`src/rtl/periph_demux_pkg.sv`:
```
/*
 * Shared definitions of the data port demultiplexer:
 *   - target enum and the two views of a 32-bit address
 *   - region offsets of the default memory map
 *   - nibble swap value and EXT select bit
 *   - stall counter width and APB register map
 */

package periph_demux_pkg;

  localparam int unsigned ADDR_W = 32;
  localparam int unsigned CNT_W  = 32;

  typedef enum logic [1:0] {
    DEST_SH,   // Shared TCDM
    DEST_PE,   // Peripheral interconnect
    DEST_EXT   // Demux peripherals
  } demux_dest_e;

  typedef struct packed {
    logic [3:0]  nib;
    logic [27:0] rest;
  } addr_remap_t;

  typedef struct packed {
    logic [11:0] tag;
    logic [5:0]  sub;
    logic [13:0] low;
  } addr_region_t;

  // Same word, decoded for the swap and for the region
  typedef union packed {
    addr_remap_t  remap;
    addr_region_t region;
  } demux_addr_u;

  // Region offsets from the base tag
  localparam logic [11:0] TCDM_RW_OFS = 12'd0;
  localparam logic [11:0] TCDM_TS_OFS = 12'd1;
  localparam logic [11:0] DEM_PER_OFS = 12'd2;

  localparam logic [3:0]  REMAP_NIB   = 4'h1;
  localparam int unsigned EXT_SEL_BIT = 14;

  // APB register map
  localparam logic [3:0] REG_CTRL     = 4'h0;  // [0] enable, [1] clear
  localparam logic [3:0] REG_STALL_SH = 4'h4;
  localparam logic [3:0] REG_STALL_L2 = 4'h8;

endpackage

```
`src/rtl/demux_route_if.sv`:
```
/*
 * Routed request summary, driven by the request router
 * and watched by the response router and the perf block
 */

interface demux_route_if
  import periph_demux_pkg::*;
();

  logic        req;   // Core request valid
  demux_dest_e dest;  // Decoded target
  logic        gnt;   // Grant returned to the core
  logic        wen;   // 1 = load

  modport router (output req, output dest, output gnt, output wen);

  modport observer (input req, input dest, input gnt, input wen);

endinterface

```
`src/rtl/data_periph_demux.sv`:
```
/*
 * Data port demultiplexer, top level
 *   - core port to SH, EXT and PE targets
 *   - APB access to the stall counters
 *   - L2 performance strobes
 */

module data_periph_demux
  import periph_demux_pkg::*;
#(
  parameter int unsigned DATA_WIDTH         = 32,
  parameter int unsigned REMAP_ADDRESS      = 1,
  parameter int unsigned CLUSTER_ALIAS      = 1,
  parameter logic [11:0] CLUSTER_ALIAS_BASE = 12'h000,
  localparam int unsigned BE_W              = DATA_WIDTH / 8
) (
  input  logic                  clk,
  input  logic                  rst_ni,
  input  logic [3:0]            base_addr_i,
  // Core side
  input  logic                  data_req_i,
  input  logic [ADDR_W-1:0]     data_add_i,
  input  logic                  data_wen_i,
  input  logic [DATA_WIDTH-1:0] data_wdata_i,
  input  logic [BE_W-1:0]       data_be_i,
  output logic                  data_gnt_o,
  output logic                  data_r_valid_o,
  output logic [DATA_WIDTH-1:0] data_r_rdata_o,
  output logic                  data_r_opc_o,
  // Shared TCDM
  output logic                  data_req_sh_o,
  output logic [ADDR_W-1:0]     data_add_sh_o,
  output logic                  data_wen_sh_o,
  output logic [DATA_WIDTH-1:0] data_wdata_sh_o,
  output logic [BE_W-1:0]       data_be_sh_o,
  input  logic                  data_gnt_sh_i,
  input  logic                  data_r_valid_sh_i,
  input  logic [DATA_WIDTH-1:0] data_r_rdata_sh_i,
  // Demux peripherals
  output logic                  data_req_ext_o,
  output logic [ADDR_W-1:0]     data_add_ext_o,
  output logic                  data_wen_ext_o,
  output logic [DATA_WIDTH-1:0] data_wdata_ext_o,
  output logic [BE_W-1:0]       data_be_ext_o,
  input  logic                  data_gnt_ext_i,
  input  logic                  data_r_valid_ext_i,
  input  logic [DATA_WIDTH-1:0] data_r_rdata_ext_i,
  input  logic                  data_r_opc_ext_i,
  // Peripheral interconnect
  output logic                  data_req_pe_o,
  output logic [ADDR_W-1:0]     data_add_pe_o,
  output logic                  data_wen_pe_o,
  output logic [DATA_WIDTH-1:0] data_wdata_pe_o,
  output logic [BE_W-1:0]       data_be_pe_o,
  input  logic                  data_gnt_pe_i,
  input  logic                  data_r_valid_pe_i,
  input  logic [DATA_WIDTH-1:0] data_r_rdata_pe_i,
  input  logic                  data_r_opc_pe_i,
  // APB
  input  logic                  psel_i,
  input  logic                  penable_i,
  input  logic                  pwrite_i,
  input  logic [3:0]            paddr_i,
  input  logic [31:0]           pwdata_i,
  output logic [31:0]           prdata_o,
  // Performance strobes
  output logic                  perf_l2_ld_o,
  output logic                  perf_l2_st_o,
  output logic                  perf_l2_ld_cyc_o,
  output logic                  perf_l2_st_cyc_o
);

  logic [ADDR_W-1:0]     add_int;       // Remapped address
  logic                  req_pe;
  logic                  gnt_pe;
  logic                  pe_r_valid;
  logic [DATA_WIDTH-1:0] pe_r_rdata;
  logic                  pe_r_opc;

  demux_route_if route ();

  // Request fields are common to every target
  assign data_add_sh_o    = add_int;
  assign data_wen_sh_o    = data_wen_i;
  assign data_wdata_sh_o  = data_wdata_i;
  assign data_be_sh_o     = data_be_i;
  assign data_add_ext_o   = add_int;
  assign data_wen_ext_o   = data_wen_i;
  assign data_wdata_ext_o = data_wdata_i;
  assign data_be_ext_o    = data_be_i;
  assign data_add_pe_o    = add_int;
  assign data_wen_pe_o    = data_wen_i;
  assign data_wdata_pe_o  = data_wdata_i;
  assign data_be_pe_o     = data_be_i;

  req_router #(
    .REMAP_ADDRESS      (REMAP_ADDRESS),
    .CLUSTER_ALIAS      (CLUSTER_ALIAS),
    .CLUSTER_ALIAS_BASE (CLUSTER_ALIAS_BASE)
  ) u_req_router (
    .base_addr_i (base_addr_i),
    .data_req_i  (data_req_i),
    .data_add_i  (data_add_i),
    .data_wen_i  (data_wen_i),
    .data_gnt_o  (data_gnt_o),
    .add_o       (add_int),
    .req_sh_o    (data_req_sh_o),
    .gnt_sh_i    (data_gnt_sh_i),
    .req_ext_o   (data_req_ext_o),
    .gnt_ext_i   (data_gnt_ext_i),
    .req_pe_o    (req_pe),
    .gnt_pe_i    (gnt_pe),
    .route       (route.router)
  );

  pe_txn_ctrl #(
    .DATA_WIDTH (DATA_WIDTH)
  ) u_pe_txn_ctrl (
    .clk          (clk),
    .rst_ni       (rst_ni),
    .req_i        (req_pe),
    .gnt_o        (gnt_pe),
    .pe_req_o     (data_req_pe_o),
    .pe_gnt_i     (data_gnt_pe_i),
    .pe_r_valid_i (data_r_valid_pe_i),
    .pe_r_rdata_i (data_r_rdata_pe_i),
    .pe_r_opc_i   (data_r_opc_pe_i),
    .r_valid_o    (pe_r_valid),
    .r_rdata_o    (pe_r_rdata),
    .r_opc_o      (pe_r_opc)
  );

  resp_router #(
    .DATA_WIDTH (DATA_WIDTH)
  ) u_resp_router (
    .clk            (clk),
    .rst_ni         (rst_ni),
    .route          (route.observer),
    .sh_r_valid_i   (data_r_valid_sh_i),
    .sh_r_rdata_i   (data_r_rdata_sh_i),
    .ext_r_valid_i  (data_r_valid_ext_i),
    .ext_r_rdata_i  (data_r_rdata_ext_i),
    .ext_r_opc_i    (data_r_opc_ext_i),
    .pe_r_valid_i   (pe_r_valid),
    .pe_r_rdata_i   (pe_r_rdata),
    .pe_r_opc_i     (pe_r_opc),
    .data_r_valid_o (data_r_valid_o),
    .data_r_rdata_o (data_r_rdata_o),
    .data_r_opc_o   (data_r_opc_o)
  );

  perf_regs_apb u_perf_regs_apb (
    .clk              (clk),
    .rst_ni           (rst_ni),
    .route            (route.observer),
    .psel_i           (psel_i),
    .penable_i        (penable_i),
    .pwrite_i         (pwrite_i),
    .paddr_i          (paddr_i),
    .pwdata_i         (pwdata_i),
    .prdata_o         (prdata_o),
    .perf_l2_ld_o     (perf_l2_ld_o),
    .perf_l2_st_o     (perf_l2_st_o),
    .perf_l2_ld_cyc_o (perf_l2_ld_cyc_o),
    .perf_l2_st_cyc_o (perf_l2_st_cyc_o)
  );

endmodule

```
`src/rtl/pe_txn_ctrl.sv`:
```
/*
 * PE transaction controller
 *   - one outstanding request toward the peripheral interconnect
 *   - core grant issued after the PE response
 *   - two register stages on the response path
 */

module pe_txn_ctrl #(
  parameter int unsigned DATA_WIDTH = 32
) (
  input  logic                  clk,
  input  logic                  rst_ni,
  input  logic                  req_i,
  output logic                  gnt_o,
  output logic                  pe_req_o,
  input  logic                  pe_gnt_i,
  input  logic                  pe_r_valid_i,
  input  logic [DATA_WIDTH-1:0] pe_r_rdata_i,
  input  logic                  pe_r_opc_i,
  output logic                  r_valid_o,
  output logic [DATA_WIDTH-1:0] r_rdata_o,
  output logic                  r_opc_o
);

  typedef enum logic [1:0] {
    IDLE,
    PENDING,
    GRANTED
  } state_e;

  state_e                cs, ns;
  logic                  valid_0;
  logic [DATA_WIDTH-1:0] rdata_0;
  logic                  opc_0;

  always_ff @(posedge clk or negedge rst_ni)
  begin
    if (!rst_ni)
      cs <= IDLE;
    else
      cs <= ns;
  end

  always_comb
  begin
    ns       = cs;
    pe_req_o = 1'b0;
    gnt_o    = 1'b0;
    case (cs)
      IDLE:
      begin
        pe_req_o = req_i;  // Straight through while idle
        if (req_i && pe_gnt_i)
          ns = PENDING;
      end
      PENDING:
      begin
        if (pe_r_valid_i)
          ns = GRANTED;
      end
      GRANTED:
      begin
        gnt_o = 1'b1;  // Core sees its grant now
        ns    = IDLE;
      end
      default: ns = IDLE;
    endcase
  end

  // ****************************************
  // Response stages
  always_ff @(posedge clk or negedge rst_ni)
  begin
    if (!rst_ni)
    begin
      valid_0   <= 1'b0;
      r_valid_o <= 1'b0;
    end
    else
    begin
      valid_0   <= pe_r_valid_i;
      r_valid_o <= valid_0;
    end
  end

  always_ff @(posedge clk)
  begin
    if (pe_r_valid_i)
    begin
      rdata_0 <= pe_r_rdata_i;
      opc_0   <= pe_r_opc_i;
    end
    if (valid_0)
    begin
      r_rdata_o <= rdata_0;
      r_opc_o   <= opc_0;
    end
  end

endmodule

```
`src/rtl/perf_regs_apb.sv`:
```
/*
 * Performance block
 *   - APB control register (enable, clear)
 *   - SH and L2 stall counters, readable over APB
 *   - L2 load/store strobes
 */

module perf_regs_apb
  import periph_demux_pkg::*;
(
  input  logic            clk,
  input  logic            rst_ni,
  demux_route_if.observer route,
  input  logic            psel_i,
  input  logic            penable_i,
  input  logic            pwrite_i,
  input  logic [3:0]      paddr_i,
  input  logic [31:0]     pwdata_i,
  output logic [31:0]     prdata_o,
  output logic            perf_l2_ld_o,
  output logic            perf_l2_st_o,
  output logic            perf_l2_ld_cyc_o,
  output logic            perf_l2_st_cyc_o
);

  logic             en_q;
  logic             ctrl_wr;
  logic             clr;
  logic             sh_req;
  logic             l2_req;
  logic [CNT_W-1:0] stall_sh_q;
  logic [CNT_W-1:0] stall_l2_q;

  assign sh_req = route.req && (route.dest == DEST_SH);
  assign l2_req = route.req && (route.dest != DEST_SH);  // PE or EXT

  // ****************************************
  // L2 strobes
  assign perf_l2_ld_o     = l2_req & route.gnt & route.wen;
  assign perf_l2_st_o     = l2_req & route.gnt & ~route.wen;
  assign perf_l2_ld_cyc_o = l2_req & route.wen;
  assign perf_l2_st_cyc_o = l2_req & ~route.wen;

  // ****************************************
  // APB side
  assign ctrl_wr = psel_i && penable_i && pwrite_i && (paddr_i == REG_CTRL);
  assign clr     = ctrl_wr && pwdata_i[1];  // Self clearing

  always_ff @(posedge clk or negedge rst_ni)
  begin
    if (!rst_ni)
      en_q <= 1'b0;
    else if (ctrl_wr)
      en_q <= pwdata_i[0];
  end

  always_comb
  begin
    prdata_o = '0;
    if (psel_i && !pwrite_i)
    begin
      case (paddr_i)
        REG_CTRL:     prdata_o = {31'b0, en_q};
        REG_STALL_SH: prdata_o = stall_sh_q;
        REG_STALL_L2: prdata_o = stall_l2_q;
        default:      prdata_o = '0;
      endcase
    end
  end

  // Stall counters, one cycle behind the stall
  always_ff @(posedge clk or negedge rst_ni)
  begin
    if (!rst_ni)
    begin
      stall_sh_q <= '0;
      stall_l2_q <= '0;
    end
    else if (clr)
    begin
      stall_sh_q <= '0;
      stall_l2_q <= '0;
    end
    else if (en_q)
    begin
      if (sh_req && !route.gnt)
        stall_sh_q <= stall_sh_q + 1'b1;
      if (l2_req && !route.gnt)
        stall_l2_q <= stall_l2_q + 1'b1;
    end
  end

endmodule

```
`src/rtl/req_router.sv`:
```
/*
 * Request router
 *   - optional swap of the top nibble with the cluster base
 *   - destination decode with cluster alias
 *   - request steering and grant selection
 */

module req_router
  import periph_demux_pkg::*;
#(
  parameter int unsigned REMAP_ADDRESS      = 1,
  parameter int unsigned CLUSTER_ALIAS      = 1,
  parameter logic [11:0] CLUSTER_ALIAS_BASE = 12'h000
) (
  input  logic [3:0]    base_addr_i,
  input  logic          data_req_i,
  input  demux_addr_u   data_add_i,
  input  logic          data_wen_i,
  output logic          data_gnt_o,
  output demux_addr_u   add_o,
  output logic          req_sh_o,
  input  logic          gnt_sh_i,
  output logic          req_ext_o,
  input  logic          gnt_ext_i,
  output logic          req_pe_o,
  input  logic          gnt_pe_i,
  demux_route_if.router route
);

  demux_addr_u add_int;
  demux_dest_e dest;
  logic [11:0] ofs_base;   // Tag distance from the cluster base
  logic [11:0] ofs_alias;  // Tag distance from the alias base
  logic        alias_en;

  // base nibble <-> 4'h1, everything else unchanged
  always_comb
  begin
    add_int = data_add_i;
    if (REMAP_ADDRESS == 1)
    begin
      if (data_add_i.remap.nib == base_addr_i)
        add_int.remap.nib = REMAP_NIB;
      else if (data_add_i.remap.nib == REMAP_NIB)
        add_int.remap.nib = base_addr_i;
    end
  end

  assign add_o     = add_int;
  assign alias_en  = (CLUSTER_ALIAS == 1);
  assign ofs_base  = add_int.region.tag - {base_addr_i, 8'h00};
  assign ofs_alias = add_int.region.tag - CLUSTER_ALIAS_BASE;

  // ****************************************
  // Region decode
  always_comb
  begin
    dest = DEST_PE;  // Cluster peripherals and the rest of the map
    if (ofs_base == TCDM_RW_OFS || ofs_base == TCDM_TS_OFS)
      dest = DEST_SH;
    else if (alias_en && (ofs_alias == TCDM_RW_OFS || ofs_alias == TCDM_TS_OFS))
      dest = DEST_SH;
    else if (ofs_base == DEM_PER_OFS || (alias_en && ofs_alias == DEM_PER_OFS))
      dest = add_int[EXT_SEL_BIT] ? DEST_EXT : DEST_PE;
  end

  assign req_sh_o  = data_req_i && (dest == DEST_SH);
  assign req_ext_o = data_req_i && (dest == DEST_EXT);
  assign req_pe_o  = data_req_i && (dest == DEST_PE);

  always_comb
  begin
    case (dest)
      DEST_SH:  data_gnt_o = gnt_sh_i;
      DEST_EXT: data_gnt_o = gnt_ext_i;
      DEST_PE:  data_gnt_o = gnt_pe_i;
      default:  data_gnt_o = 1'b0;
    endcase
  end

  assign route.req  = data_req_i;
  assign route.dest = dest;
  assign route.gnt  = data_gnt_o;
  assign route.wen  = data_wen_i;

endmodule

```
`src/rtl/resp_router.sv`:
```
/*
 * Response router
 *   - destination register, loaded on each accepted request
 *   - response mux over SH, PE and EXT
 */

module resp_router
  import periph_demux_pkg::*;
#(
  parameter int unsigned DATA_WIDTH = 32
) (
  input  logic                   clk,
  input  logic                   rst_ni,
  demux_route_if.observer        route,
  input  logic                   sh_r_valid_i,
  input  logic [DATA_WIDTH-1:0]  sh_r_rdata_i,
  input  logic                   ext_r_valid_i,
  input  logic [DATA_WIDTH-1:0]  ext_r_rdata_i,
  input  logic                   ext_r_opc_i,
  input  logic                   pe_r_valid_i,
  input  logic [DATA_WIDTH-1:0]  pe_r_rdata_i,
  input  logic                   pe_r_opc_i,
  output logic                   data_r_valid_o,
  output logic [DATA_WIDTH-1:0]  data_r_rdata_o,
  output logic                   data_r_opc_o
);

  demux_dest_e dest_q;

  always_ff @(posedge clk or negedge rst_ni)
  begin
    if (!rst_ni)
      dest_q <= DEST_SH;
    else if (route.req && route.gnt)
      dest_q <= route.dest;  // Only accepted requests move it
  end

  always_comb
  begin
    case (dest_q)
      DEST_PE:
      begin
        data_r_valid_o = pe_r_valid_i;
        data_r_rdata_o = pe_r_rdata_i;
        data_r_opc_o   = pe_r_opc_i;
      end
      DEST_EXT:
      begin
        data_r_valid_o = ext_r_valid_i;
        data_r_rdata_o = ext_r_rdata_i;
        data_r_opc_o   = ext_r_opc_i;
      end
      DEST_SH:
      begin
        data_r_valid_o = sh_r_valid_i;
        data_r_rdata_o = sh_r_rdata_i;
        data_r_opc_o   = 1'b0;  // TCDM never errors
      end
      default:
      begin
        data_r_valid_o = 1'b0;
        data_r_rdata_o = sh_r_rdata_i;
        data_r_opc_o   = 1'b0;
      end
    endcase
  end

endmodule

```
`config.mk`:
```
export PLATFORM = sky130hd
export DESIGN_NAME = data_periph_demux
export DESIGN_NICKNAME = d
export VERILOG_FILES = /design/src/rtl/periph_demux_pkg.sv /design/src/rtl/demux_route_if.sv /design/src/rtl/data_periph_demux.sv /design/src/rtl/pe_txn_ctrl.sv /design/src/rtl/perf_regs_apb.sv /design/src/rtl/req_router.sv /design/src/rtl/resp_router.sv
export SDC_FILE = /design/constraint.sdc
export NUM_CORES = 1
export LEC_CHECK = 0
export BUFFER_PORTS_ARGS = -buffer_cell sky130_fd_sc_hd__buf_2
export CAP_MARGIN = 5
export CORE_ASPECT_RATIO = 0.8
export CORE_UTILIZATION = 25
export CTS_CLUSTER_DIAMETER = 120
export CTS_CLUSTER_SIZE = 30
export DETAILED_ROUTE_END_ITERATION = 10
export SETUP_SLACK_MARGIN = 0.2
export SLEW_MARGIN = 40
export SYNTH_ARGS = -nofsm -noshare
export SYNTH_HDL_FRONTEND = slang
export SYNTH_SLANG_ARGS = --single-unit
```
`constraint.sdc`:
```
create_clock -name clk -period 10.3 [get_ports clk]
set_clock_uncertainty 0.1 [all_clocks]
set_input_delay 2.06 -clock clk [delete_from_list [all_inputs] [get_ports clk]]
set_output_delay 2.06 -clock clk [all_outputs]
set_load 0.05 [all_outputs]
```
After elaboration in Yosys (flattened, before gate mapping)
Index checks and enable logic that the tools add are counted.
{ "totals": {"inputBits": 219, "rom_bits": 0, "out_inout_bits": 281, "register_bits": 137, "latchBits": 0, "mem_bits_rw": 0, "memories": 0} }
{ "op_classes": {"magnitude_cmp": 0, "shift": 0, "bitwise": 6, "mux": 23, "div_mod_pow": 0, "add_sub_neg": 3, "reduce_logical": 31, "n_eq_ne": 16, "multipliers": 0} }
{ "op_table": {"columns": ["cell", "count"], "rows": [
  ["two-way mux 32 bit", 7],
  ["one-hot mux 32 bit (3 select lines)", 1],
  ["adder 32 x 1 -> 32 bit (second input constant)", 2],
  ["one-hot mux 32 bit (2 select lines)", 1],
  ["equality test 12 x 1 -> 1 bit (second input constant)", 2],
  ["equality test 12 x 2 -> 1 bit (second input constant)", 2],
  ["logical NOT 12 bit", 2],
  ["logical AND 1 bit", 13],
  ["two-way mux 2 bit", 6],
  ["subtractor 12 bit", 1],
  ["two-way mux 4 bit", 2],
  ["nonzero test 2 bit", 4],
  ["equality test 2 x 1 -> 1 bit (second input constant)", 3],
  ["equality test 2 bit (second input constant)", 3],
  ["logical NOT 2 bit", 3],
  ["one-hot mux 1 bit (3 select lines)", 2],
  ["AND reduction 2 bit", 3],
  ["AND 1 bit", 5],
  ["equality test 4 x 1 -> 1 bit (second input constant)", 1],
  ["equality test 4 x 3 -> 1 bit (second input constant)", 1],
  ["equality test 4 bit", 1],
  ["equality test 4 bit (second input constant)", 1],
  ["logical NOT 4 bit", 1],
  ["one-hot mux 2 bit (2 select lines)", 1],
  ["7 further kinds", 11]
]} }

Longest topological paths before layout
Gate-level depths: netlist of run 1.
{ "logic_depth": {"word_depth": 16, "ltp_mapped": 15, "depth_no_buf": 14} }

Hierarchy
Synthesis of run 1 repeated with hierarchy kept, for this count alone.
{ "hier_totals": {"cells_unflattened": 917, "area_unflattened_um2": 8911.0} }
{ "by_module_without_submodules": {"columns": ["module", "area_per_inst_um2", "seq_area_each_um2", "n_inst", "cells_per_inst"], "rows": [
  ["perf_regs_apb", 4030.1, 1626.6, 1, 452],
  ["pe_txn_ctrl", 2127.0, 2082.0, 1, 76],
  ["data_periph_demux", 1313.8, 0.0, 1, 175],
  ["resp_router", 799.5, 50.0, 1, 126],
  ["req_router", 640.6, 0.0, 1, 88]
]} }

Worst setup path before layout of run 1
Ideal clock, no wire load.
{ "synth_path": {"path_kind": "input -> output", "from": "input base_addr_i[0]", "to": "output data_req_pe_o", "arrival_time_ps": 5998, "path_stages": 11, "n_path_buf": 0, "setup_slack_ps": 2142, "cell_sequence": "xor2_1 -> or3_1 -> nor3_1 -> nor2_1 -> ha_1 -> nand2_1 -> o21a_1 -> o21ai_0 -> a211oi_1 -> o21a_1 -> nor4b_1"} }
{ "synth_via": {"elab_chain_cells": 11, "word_cells_on_any_way": 19} }
{ "synth_rtl": {"columns": ["item", "line_no", "text"], "rows": [
  ["start, declared", "data_periph_demux.sv:19", "input logic [3:0] base_addr_i,"],
  ["equality test 4 bit (*)", "req_router.sv:42", "if (data_add_i.remap.nib == base_addr_i)"],
  ["two-way mux 4 bit (*)", "req_router.sv:42", null],
  ["named net data_add_ext_o[30]", "data_periph_demux.sv:41", "output logic [ADDR_W-1:0] data_add_ext_o,"],
  ["subtractor 12 bit", "req_router.sv:51", "assign ofs_base = add_int.region.tag - {base_addr_i, 8'h00};"],
  ["equality test 12 x 2 -> 1 bit", "req_router.sv:63", "else if (ofs_base == DEM_PER_OFS || (alias_en && ofs_alias == DEM_PER_OFS))"],
  ["logical OR 1 bit", "req_router.sv:63", null],
  ["two-way mux 2 bit", "req_router.sv:63", null],
  ["two-way mux 2 bit", "req_router.sv:61", "else if (alias_en && (ofs_alias == TCDM_RW_OFS || ofs_alias == TCDM_TS_OFS))"],
  ["two-way mux 2 bit (*)", "req_router.sv:59", "if (ofs_base == TCDM_RW_OFS || ofs_base == TCDM_TS_OFS)"],
  ["equality test 2 x 1 -> 1 bit (*)", "req_router.sv:69", "assign req_pe_o = data_req_i && (dest == DEST_PE);"],
  ["logical AND 1 bit (*)", "req_router.sv:69", null],
  ["two-way mux 1 bit (*)", "pe_txn_ctrl.sv:49", "case (cs)"],
  ["end, declared", "data_periph_demux.sv:50", "output logic data_req_pe_o,"]
]} }
The timed path passes the listed nets; every way through them passes the cells marked *.

Worst setup path after layout of run 1
{ "layout_path": {"from": "input base_addr_i[0]", "to": "output data_req_sh_o"} }
{ "layout_via": {"elab_chain_cells": 10, "word_cells_on_any_way": 18} }
{ "layout_rtl": {"columns": ["item", "line_no", "text"], "rows": [
  ["equality test 4 bit / two-way mux 4 bit (equally long branches)", "req_router.sv:42, req_router.sv:44", null],
  ["two-way mux 4 bit", "req_router.sv:42", null],
  ["subtractor 12 bit", "req_router.sv:51", null],
  ["equality test 12 x 2 -> 1 bit", "req_router.sv:63", null],
  ["logical OR 1 bit", "req_router.sv:63", null],
  ["two-way mux 2 bit", "req_router.sv:63", null],
  ["two-way mux 2 bit", "req_router.sv:61", null],
  ["two-way mux 2 bit (*)", "req_router.sv:59", null],
  ["logical NOT 2 bit (*)", "req_router.sv:67", "assign req_sh_o = data_req_i && (dest == DEST_SH);"],
  ["logical AND 1 bit (*)", "req_router.sv:67", null],
  ["end, declared", "data_periph_demux.sv:31", "output logic data_req_sh_o,"]
]} }
Mark *: on every way between the ends. The rest lies on a longest branch, timed or not.

==> results.ini, run 1 <==
[outcome]
status=complete, no violations

[pwr]
p_switching_uw=446.5
pwr-share-clk=0.424
seqPwrFrac=0.422
p_sw_frac=0.3004
comb_power_share=0.154
finalPower_mw=1.486
intPower_mw=1.040
ir_drop_uv=95.08
leakagePower_nw=4.034
powerDensity_nw_per_um2=156.2

[sta]
hold_viol_final=0
drv_slew=0
setup_tns_ps=0
min_period_ps=7868
max_freq_ghz=0.1271
holdWs_ps=307.5
finalCritPeriodShare=0.7639
worst_slew_pin_slew_ps=782.2
setup_viol=0
slew_headroom=0.4785
rsz0062_at_grt=false

[flow_run]
maxCapViolations=0

[placed_design]
place_area_um2=8894
routabilityCongestion=0.7725
place_hpwl_mm=19.11
portBuffers=249

[critical_path]
setup.worst_path.end_class=primary output
critPathArrivalTime_ps=5710
r2r_start=u_perf_regs_apb.en_q
startpoint_type=input port
cp_data_required_time_ps=8140
cp_max_fo=4
critical_path_class=input port to primary output
r2r_cells=7
r2r_end=u_perf_regs_apb.stall_sh_q[22]
r2r_slack_ps=7230

[yosys]
yosysTopAreaCell=edfxtp_1
synth_nets=1148
synth-edff-count=66
synth.most_common_cell=buf_4
synth_top_area_frac=0.2290
syn_area_per_cell_um2=9.406
synth_cells=920
synth.top_cells.by_count=buf_4 (203), nor2_1 (101), a21oi_1 (72), dfrtp_1 (71), edfxtp_1 (66)
yosysWarnings=0
yosysSeqAreaShare=0.4344
synthFlopType=dfrtp_1
synth_area_leaders=edfxtp_1 (23%), dfrtp_1 (21%), buf_4 (18%)
synth.distinct_cells=48
synthArstFlopShare=0.5182
synth.cell_area_um2=8653
synth_seq_cells=137

[clock_tree]
path_clk_slew_ps=60
cts_hold_buf=0
htree_num_levels=4
cts_tree=built
post_cts_buffers=0
clkLatencyLatePin_ps=430
cts_sinks=137
post_cts_resized=0
clock_path_buffers=2
cts_made_buffers=17
cts-root-buf=clkbuf_16

[finish]
drive_above_1_share=0.3164
area_growth_syn_to_layout_pct=9.977
nets=1179
stdcell_area_um2=9517
fin_util=0.2811

[die]
start_util=0.2556
ioPinCount=500
die_h_um=168.4
core-area_um2=33860
dieWidth_um=210.0
die-area_um2=35370
core.rowCount=60

[worst_hold_path]
whs_path_depth=0
min-delay-start=u_pe_txn_ctrl.rdata_0[8]
hold_end=u_pe_txn_ctrl.r_rdata_o[8]
hold_path.class=flop to flop

[global_routing]
grt_use_total=0.1394
first_global_vias=6287
grt_overflow=0
grt_pass1_wl_mm=37.15
grt_max_degree=72
antenna_found_initial=3

[detailed_routing]
initialDrtViolationCount=392
via_per_inst=4.712
antenna_left=0
drt_wl_total_mm=25.34
wl_per_cell_um=17.69
via_count=6747
drc=0
drt_first_pass_iters=5

## through the flow
stage                     worst slack [ps]  std cells
after floorplan                       2142        920
after global placement                2495       1397
after detailed placement              2353       1397
after CTS                             2341       1429
after global routing                  2140       1429
final                                 2432       1432
## worst max-delay path by stage
stage,from,endpoint,slack [ps],cells past startpoint
after detailed placement,base_addr_i[0],data_req_sh_o,2350,13
after global placement,base_addr_i[0],data_req_sh_o,2500,13
after CTS,base_addr_i[0],data_req_sh_o,2340,13
after floorplan,base_addr_i[0],data_req_pe_o,2140,11
final,base_addr_i[0],data_req_sh_o,2430,13
after global routing,base_addr_i[0],data_req_sh_o,2140,13
## power by group through the flow
stage                     Clock [mW]  Combinational, mW  Sequential (mW)
after floorplan                    0              0.332            0.634
after global placement             0              0.225            0.637
after detailed placement           0              0.229            0.638
after CTS                      0.656              0.229            0.627
after global routing           0.675              0.245            0.630
final                          0.630              0.229            0.627
## cell families after synthesis
logic type	synth area share
multiplexers	0.006073
flip-flops	0.4344
adder cells (fa/ha/maj)	0.01301
XOR/XNOR	0.02632
AO/OA/AOI/OAI	0.1531
AND/OR/NAND/NOR	0.1643
buffers and inverters	0.2029
## critical path: stages
cell,delay (ps)
buf_2,130
xor2_1,180
or3_1,400
nor3_1,360
nor2_1,180
ha_1,360
nand2_1,60
o21a_1,220
or3_4,360
a211oi_1,420
nor2_1,170
nor3b_1,450
buf_2,360
## routing by layer
metal,vias up,share of wire,routed length (um),GRT usage
li1,3158,-,-,-
met1,3201,0.45,11510,0.1920
met2,342,0.42,10570,0.1889
met3,46,0.11,2791,0.06361
met4,0,0.018,464,0.04665
met5,-,0,0,0.006897
## cell type report
class,instances,area [um^2]
fill,3594,24340
sequential,137,3759
multi-input combinational,519,3174
timing repair buffer,258,1320
tap,465,581.8
clock buffer,20,478.0
clock inverter,12,128.9
inverter,18,67.56
antenna,3,7.507
## cells in the final DEF (no fill, tap or decap), types with 8 or more instances in the layout
cell type	netlist	layout
buf_2	2	248
nor2_1	101	101
a21oi_1	72	72
dfrtp_1	71	71
edfxtp_1	66	66
a22oi_1	64	64
nand2_1	44	43
nand3_1	26	26
or4_1	25	25
xor2_1	20	20
o31ai_1	20	20
o21ai_0	19	19
or3_1	19	19
inv_1	18	18
clkbuf_16	0	18
nand4_1	12	12
buf_4	203	9
nor2b_1	8	8
and3_1	8	8
ha_1	9	8
## flip-flops by register name, summed over array words and instances, names as in the netlist
signal                      count
u_pe_txn_ctrl.r_rdata_o        32
u_pe_txn_ctrl.cs                2
u_pe_txn_ctrl.valid_0           1
u_resp_router.dest_q            2
u_pe_txn_ctrl.opc_0             1
u_pe_txn_ctrl.r_valid_o         1
u_perf_regs_apb.stall_l2_q     32
u_perf_regs_apb.en_q            1
u_perf_regs_apb.stall_sh_q     32
u_pe_txn_ctrl.r_opc_o           1
u_pe_txn_ctrl.rdata_0          32
(Power assumes the default switching activity.)
==> inputs of run 2 (changes only) <==
Settings changed: ABC_AREA from default to 1.
Clock period 10.3 ns to 6.4 ns, I/O delays scaled along.
==> run 2 against run 1 <==
  * Sequential power grew 64%
  * Critical path depth up 7
  * Flip-flop and latch count unchanged
  * Register-to-register slack got worse by 3200 ps
  * First-iteration DRC count grew 91%
  * Sequential share of layout area down 5.0 points
  * Die area increased by 16%
==> results.ini, run 2 <==
[outcome]
status=complete, no violations

[yosys]
synth_simple_gate_area_frac=0.2635  ; +0.09926
synth_nets=1534  ; +34%
synth_mux_area_frac=0  ; -0.006073
synthFlopType=dfrtp_1
synth.cell_area_um2=10040  ; +16%
yosysTopAreaCell=edfxtp_1
syn_area_per_cell_um2=7.689  ; -18%
synth_cells=1306  ; +42%
synth_fa_ha_area_frac=0.01121  ; -0.001800
synth.most_common_cell=nand2_1
synth_seq_cells=137  ; unchanged
synth_area_leaders=edfxtp_1 (20%), dfrtp_1 (18%), buf_4 (15%)
synth.distinct_cells=31  ; -35%
synth-xor-area-share=0.05320  ; +0.02689
synth_compound_area_frac=0.05868  ; -0.09444
synth.top_cells.by_count=nand2_1 (221), buf_4 (205), inv_1 (150), nor2_1 (113), nand4_1 (97)
synth_top_family_by_area=simple AND/OR/NAND/NOR gates
synthArstFlopShare=0.5182  ; unchanged
synth-edff-count=66  ; unchanged
yosysSeqAreaShare=0.3743  ; -0.06007
yosysWarnings=0  ; unchanged
synth_top_area_frac=0.1974  ; -0.03168

[finish]
final_cell_mix=buf_2 (248), nand2_1 (220), inv_1 (149)
nets=1549  ; +31%
drive_above_1_share=0.2324  ; -0.08401
area_growth_syn_to_layout_pct=8.573
final_common_cell=buf_2

[global_routing]
first_global_vias=8200  ; +30%
grt_overflow=0  ; unchanged
grt_use_total=0.1693  ; +0.02988
antenna_found_initial=6  ; +3
use_met3=0.06814  ; +0.004534
top_usage_layer=met2
grt_pass1_wl_mm=51.47  ; +39%
gr-usage-met1=0.2263  ; +0.03438
grt_max_degree=129  ; +79%
met2_usage=0.2501  ; +0.06116

[clock_tree]
post_cts_resized=0  ; unchanged
cts_hold_buf=0  ; unchanged
path_clk_slew_ps=70  ; about the same
clock_path_buffers=2  ; unchanged
cts-root-buf=clkbuf_16
cts_sinks=137  ; unchanged
clkLatencyLatePin_ps=440  ; about the same
htree_num_levels=4  ; unchanged
cts_made_buffers=17  ; unchanged
cts_tree=built
post_cts_buffers=0  ; unchanged

[sta]
drv_slew=0  ; unchanged
rsz0062_at_grt=false
setup_tns_ps=0  ; unchanged
slew_headroom=0.4425  ; -0.03600
worst_slew_pin_slew_ps=833.9  ; +51.66 ps
hold_viol_final=0  ; unchanged
finalCritPeriodShare=0.8210
max_freq_ghz=0.1903
min_period_ps=5254
setup_slack_ps=1146  ; -1286 ps
setup_viol=0  ; unchanged

[detailed_routing]
drc=0  ; unchanged
antenna_left=0  ; unchanged
wl_per_cell_um=19.03  ; +7.6%
via_count=8885  ; +32%
drt_first_pass_iters=5  ; unchanged
drt_wl_total_mm=35.62  ; +41%
initialDrtViolationCount=749  ; +91%
via_per_inst=4.746  ; +0.74%

[die]
ioPinCount=500  ; unchanged
core-area_um2=39530  ; +17%
start_util=0.2541  ; -0.001512
dieWidth_um=226.1  ; +7.7%
die_h_um=181.3  ; +7.6%
core.rowCount=65  ; +8.3%
die-area_um2=40980  ; +16%

[placed_design]
portBuffers=249  ; unchanged
routabilityCongestion=0.9318  ; +21%
place_hpwl_mm=27.51  ; +44%
dp_slack_ps=1068  ; -1285 ps

[pwr]
p_sw_frac=0.4125  ; +0.1121
intPower_mw=1.938  ; +86%
comb_power_share=0.343  ; +0.189
powerDensity_nw_per_um2=302.5  ; +94%
p_switching_mw=1.360  ; +200%
pwr-share-clk=0.346  ; -0.078
ir_drop_uv=128.6  ; +35%
seqPwrFrac=0.311  ; -0.111
leakagePower_nw=5.125  ; +27%

[critical_path]
critPathArrivalTime_ps=3870  ; -1840 ps
cp_max_fo=6  ; +2
startpoint_type=input port
cp_data_required_time_ps=5020  ; -3120 ps
critical_path_class=input port to primary output
setup.worst_path.end_class=primary output

[flow_run]
maxCapViolations=0  ; unchanged

[worst_hold_path]
hold_path.class=flop to flop

-- run 2: path summary, 6_finish.rpt --
check	cells after the start	start	slack, ps	end
setup reg to reg	12	u_perf_regs_apb.stall_l2_q[1]	4070	u_perf_regs_apb.stall_l2_q[24]
max in group asynchronous	2	rst_ni	4360	u_perf_regs_apb.stall_l2_q[23]
setup / recovery	20	data_add_i[31]	1150	perf_l2_st_o
hold / removal	0	u_pe_txn_ctrl.rdata_0[31]	310	u_pe_txn_ctrl.r_rdata_o[31]
min in group asynchronous	1	rst_ni	720	u_perf_regs_apb.stall_sh_q[18]
hold reg to reg	0	u_pe_txn_ctrl.rdata_0[31]	310	u_pe_txn_ctrl.r_rdata_o[31]
-- run 2: kinds of logic (layout without fill, tap and decap cells) --
group                      Yosys count  in the layout
other                                0              2
buffers and inverters              416            444
AOI/OAI and AO/OA                  109            109
adders and majority gates            9              9
xor gates and xnor gates            61             61
DFF                                137            137
and+or+nand+nor                    574            574
-- run 2: area by class of cell --
class / instances / area, um^2
Fill cell: 4381 / 28620
Multi-Input combinational cell: 753 / 3895
Sequential cell: 137 / 3762
Timing Repair Buffer: 260 / 1338
Tap cell: 536 / 670.6
Inverter: 152 / 570.5
Clock buffer: 17 / 425.4
Clock inverter: 15 / 236.5
Antenna cell: 2 / 5.005
-- run 2: layer usage --
metal | up-vias | wire length (um)
li1 | 4135 | -
met1 | 4171 | 15940
met2 | 524 | 15450
met3 | 53 | 3664
met4 | 2 | 518
met5 | - | 50
-- run 2: critical path, cell delays in order --
cell	delay, ps
buf_2	120
nor2_1	170
nand3_1	120
o21ai_0	170
nand2_1	90
inv_1	130
ha_1	260
inv_1	60
o21bai_1	80
a21oi_1	190
inv_1	60
nand2_1	70
nand3_2	80
nand2_4	110
nand2_1	100
nand2_1	70
nand3_1	280
nand2_1	170
inv_1	50
buf_2	200
-- run 2: stage by stage --
stage	hold WS (ps)	power [mW]	util	cell area, um^2	instances
after detailed placement	304.5	2.180	0.2588	10230	1838
after global placement	301.8	2.174	0.2586	10220	1838
final	312.7	3.298	0.2758	10900	1872
after floorplan	300.3	2.145	-	10040	1306
after global routing	330.7	3.452	0.2758	10900	1871
after CTS	315.5	3.333	0.2755	10890	1870
-- run 2: power groups by stage --
stage / registers [mW] / clock network [mW] / logic [mW]
6_report: 1.03 / 1.14 / 1.13
5_1_grt: 1.03 / 1.20 / 1.22
4_1_cts: 1.03 / 1.17 / 1.14
3_5_place_dp: 1.04 / 0 / 1.14
3_3_place_gp: 1.04 / 0 / 1.13
2_1_floorplan: 1.03 / 0 / 1.12
==> inputs of run 3 (changes only) <==
Clock period 6.4 ns to 4.5 ns, I/O delays scaled along.
==> run 3 against run 2 <==
  * Sequential power is 41% higher
  * Register-to-register slack worse by 2000 ps
  * Power is 38% higher
  * Largest power group is now combinational cells
  * Die area stayed put
  * Utilization is 0.54 points higher
  * Hold slack worse by 130 ps
  * Critical path type unchanged
  * Worst setup slack worse by 810 ps
==> results.ini, run 3 (synthesis results as in run 2) <==
[outcome]
status=complete, no violations

[placed_design]
portBuffers=249  ; unchanged
place_hpwl_mm=26.93  ; -2.1%
routabilityCongestion=0.9138  ; -1.9%

[clock_tree]
cts-root-buf=clkbuf_16
cts_made_buffers=17  ; unchanged
cts_sinks=137  ; unchanged
clock_path_buffers=2  ; unchanged
clkLatencyLatePin_ps=440  ; about the same
path_clk_slew_ps=60  ; about the same
cts_tree=built
htree_num_levels=4  ; unchanged

[detailed_routing]
drt_first_pass_iters=7  ; +2
drc=0  ; unchanged
drt_wl_total_mm=34.70  ; -2.6%
initialDrtViolationCount=725  ; -3.2%
via_count=8880  ; -0.056%
antenna_left=0  ; unchanged
via_per_inst=4.718  ; -0.59%
wl_per_cell_um=18.44  ; -3.1%

[die]
die-area_um2=40980  ; unchanged
start_util=0.2541  ; unchanged
dieWidth_um=226.1  ; unchanged
core-area_um2=39530  ; unchanged
ioPinCount=500  ; unchanged
core.rowCount=65  ; unchanged
die_h_um=181.3  ; unchanged

[global_routing]
grt_max_degree=129  ; unchanged
grt_pass1_wl_mm=50.37  ; -2.1%
first_global_vias=8330  ; +1.6%
grt_overflow=0  ; unchanged
grt_use_total=0.1654  ; -0.003834
antenna_found_initial=4  ; -2

[critical_path]
startpoint_type=input port
cp_data_required_time_ps=3500  ; -1520 ps
max_stage_delay_ps=280  ; about the same
crit_chain=buf_2 -> inv_2 -> nand2_1 -> nand2_1 -> nor2_2 -> nand2_2 -> nand2_2 -> clkinvlp_4 -> ha_4 -> inv_4 -> o21bai_4 -> xor2_1 -> nor2_1 -> nand3_2 -> nand2_4 -> nand2_4 -> nand2_4 -> nand3_4 -> nand2_4 -> clkinvlp_4 -> buf_8
cp_top_family=simple AND/OR/NAND/NOR gates
setup.worst_path.end_class=primary output
r2r_start=u_perf_regs_apb.stall_l2_q[0]
cp_max_fo=6  ; unchanged
cp_slowest_cell=ha_4
r2r_end=u_perf_regs_apb.stall_l2_q[24]
critPathArrivalTime_ps=3160  ; -710 ps
r2r_cells=12  ; unchanged
critical_path_class=input port to primary output
r2r_slack_ps=2050  ; -2020 ps
crit_path_frequent_cell=nand2_4
crit_buf_inv=6  ; unchanged

[sta]
finalCritPeriodShare=0.9254
slew_headroom=0.4357  ; -0.006802
drv_slew=0  ; unchanged
holdWs_ps=183.6  ; -129.2 ps
worst_slew_pin_slew_ps=845.5  ; +11.61 ps
min_period_ps=4164
setup_viol=0  ; unchanged
hold_viol_final=0  ; unchanged
rsz0062_at_grt=false
setup_tns_ps=0  ; unchanged
max_freq_ghz=0.2401

[finish]
antenna_cells=0  ; -2
final_cell_mix=buf_2 (240), nand2_1 (211), inv_1 (141)
fillers=4351  ; -0.68%
multi_input_comb_area_um2=4016  ; +3.1%
nets=1561  ; +0.77%
drive_above_1_share=0.2571  ; +0.02467
register_area_um2=3759  ; about the same
area_growth_syn_to_layout_pct=10.69
final_common_cell=buf_2

[pwr]
leakagePower_nw=5.200  ; +1.5%
ir_drop_uv=185.9  ; +45%
powerDensity_nw_per_um2=408.7  ; +35%

[worst_hold_path]
hold_path.class=input port to async pin

[flow_run]
maxCapViolations=0  ; unchanged

-- run 3: cell types whose count changed in the layout (fill, tap and decap cells not counted), sizes merged --
cell | before | now
buf | 259 | 268
bufinv | 5 | 2
clkbuf | 18 | 23
clkinv | 5 | 3
clkinvlp | 0 | 5
diode | 2 | 0
inv | 157 | 155
-- run 3: through the flow --
step / total power, mW / setup slack, ps / instances / utilization / cell area (um^2)
final: 4.543 / 335.8 / 1882 / 0.2812 / 11120
after global routing: 4.746 / 184.0 / 1882 / 0.2812 / 11120
after CTS: 4.589 / 190.8 / 1880 / 0.2789 / 11020
after detailed placement: 3.112 / 129.7 / 1848 / 0.2639 / 10430
after global placement: 3.101 / 79.02 / 1848 / 0.2637 / 10420
after floorplan: 3.060 / 184.8 / 1306 / - / 10160
-- run 3: worst register-to-register path: stages (launching register included) --
cell and delay, ps:
dfrtp_1 400, ha_1 220, inv_1 90, nor3_1 270, inv_1 150, nor2_1 240
inv_1 140, nor2_1 240, nand2_1 160, xor2_1 160, inv_1 50, nand4_1 80
nand2_1 100
-- run 3: final cells by class --
class                           instances  share of cell area
Tap cell                              536             0.06033
Timing Repair Buffer                  272              0.1327
Sequential cell                       137              0.3381
Inverter                              152             0.05527
Multi-Input combinational cell        753              0.3613
Clock inverter                         13             0.01294
Clock buffer                           19             0.03928
-- run 3: what timing repair did --
item / 4_1_cts / 5_1_grt
setup endpoints to repair: 4 / 8
cloned: 0 / 0
gates resized for setup: 5 / 21
hold buffers: 0 / 0
setup buffers: 0 / 2
pin swaps: 0 / 8
-- run 3: how the worst max path moves through the flow --
stage | start | endpoint | slack, ps | cells past startpoint
after global routing | base_addr_i[1] | perf_l2_st_o | 180 | 22
final | base_addr_i[1] | perf_l2_st_o | 340 | 21
after detailed placement | base_addr_i[0] | perf_l2_ld_o | 130 | 21
after global placement | base_addr_i[2] | perf_l2_ld_o | 80 | 21
after floorplan | base_addr_i[2] | perf_l2_ld_o | 180 | 20
after CTS | base_addr_i[0] | perf_l2_ld_o | 190 | 21
-- run 3: where the power goes --
group	switching [mW]	total (mW)	leakage (nW)	internal [mW]
Sequential	0.0429	1.45	1.62	1.40
Clock	0.619	1.45	0.284	0.830
Combinational	1.27	1.65	3.30	0.378
Total	1.93	4.54	5.20	2.61
-- run 3: per-layer routing --
| layer | wire length, um | vias to the layer above | part of all wire | GRT usage |
|---|---|---|---|---|
| met3 | 3525 | 41 | 0.10 | 0.06700 |
| li1 | - | 4163 | - | - |
| met2 | 15230 | 501 | 0.44 | 0.2482 |
| met1 | 15440 | 4167 | 0.44 | 0.2187 |
| met5 | 112 | - | 0.0032 | 0.02270 |
| met4 | 395 | 8 | 0.011 | 0.03703 |
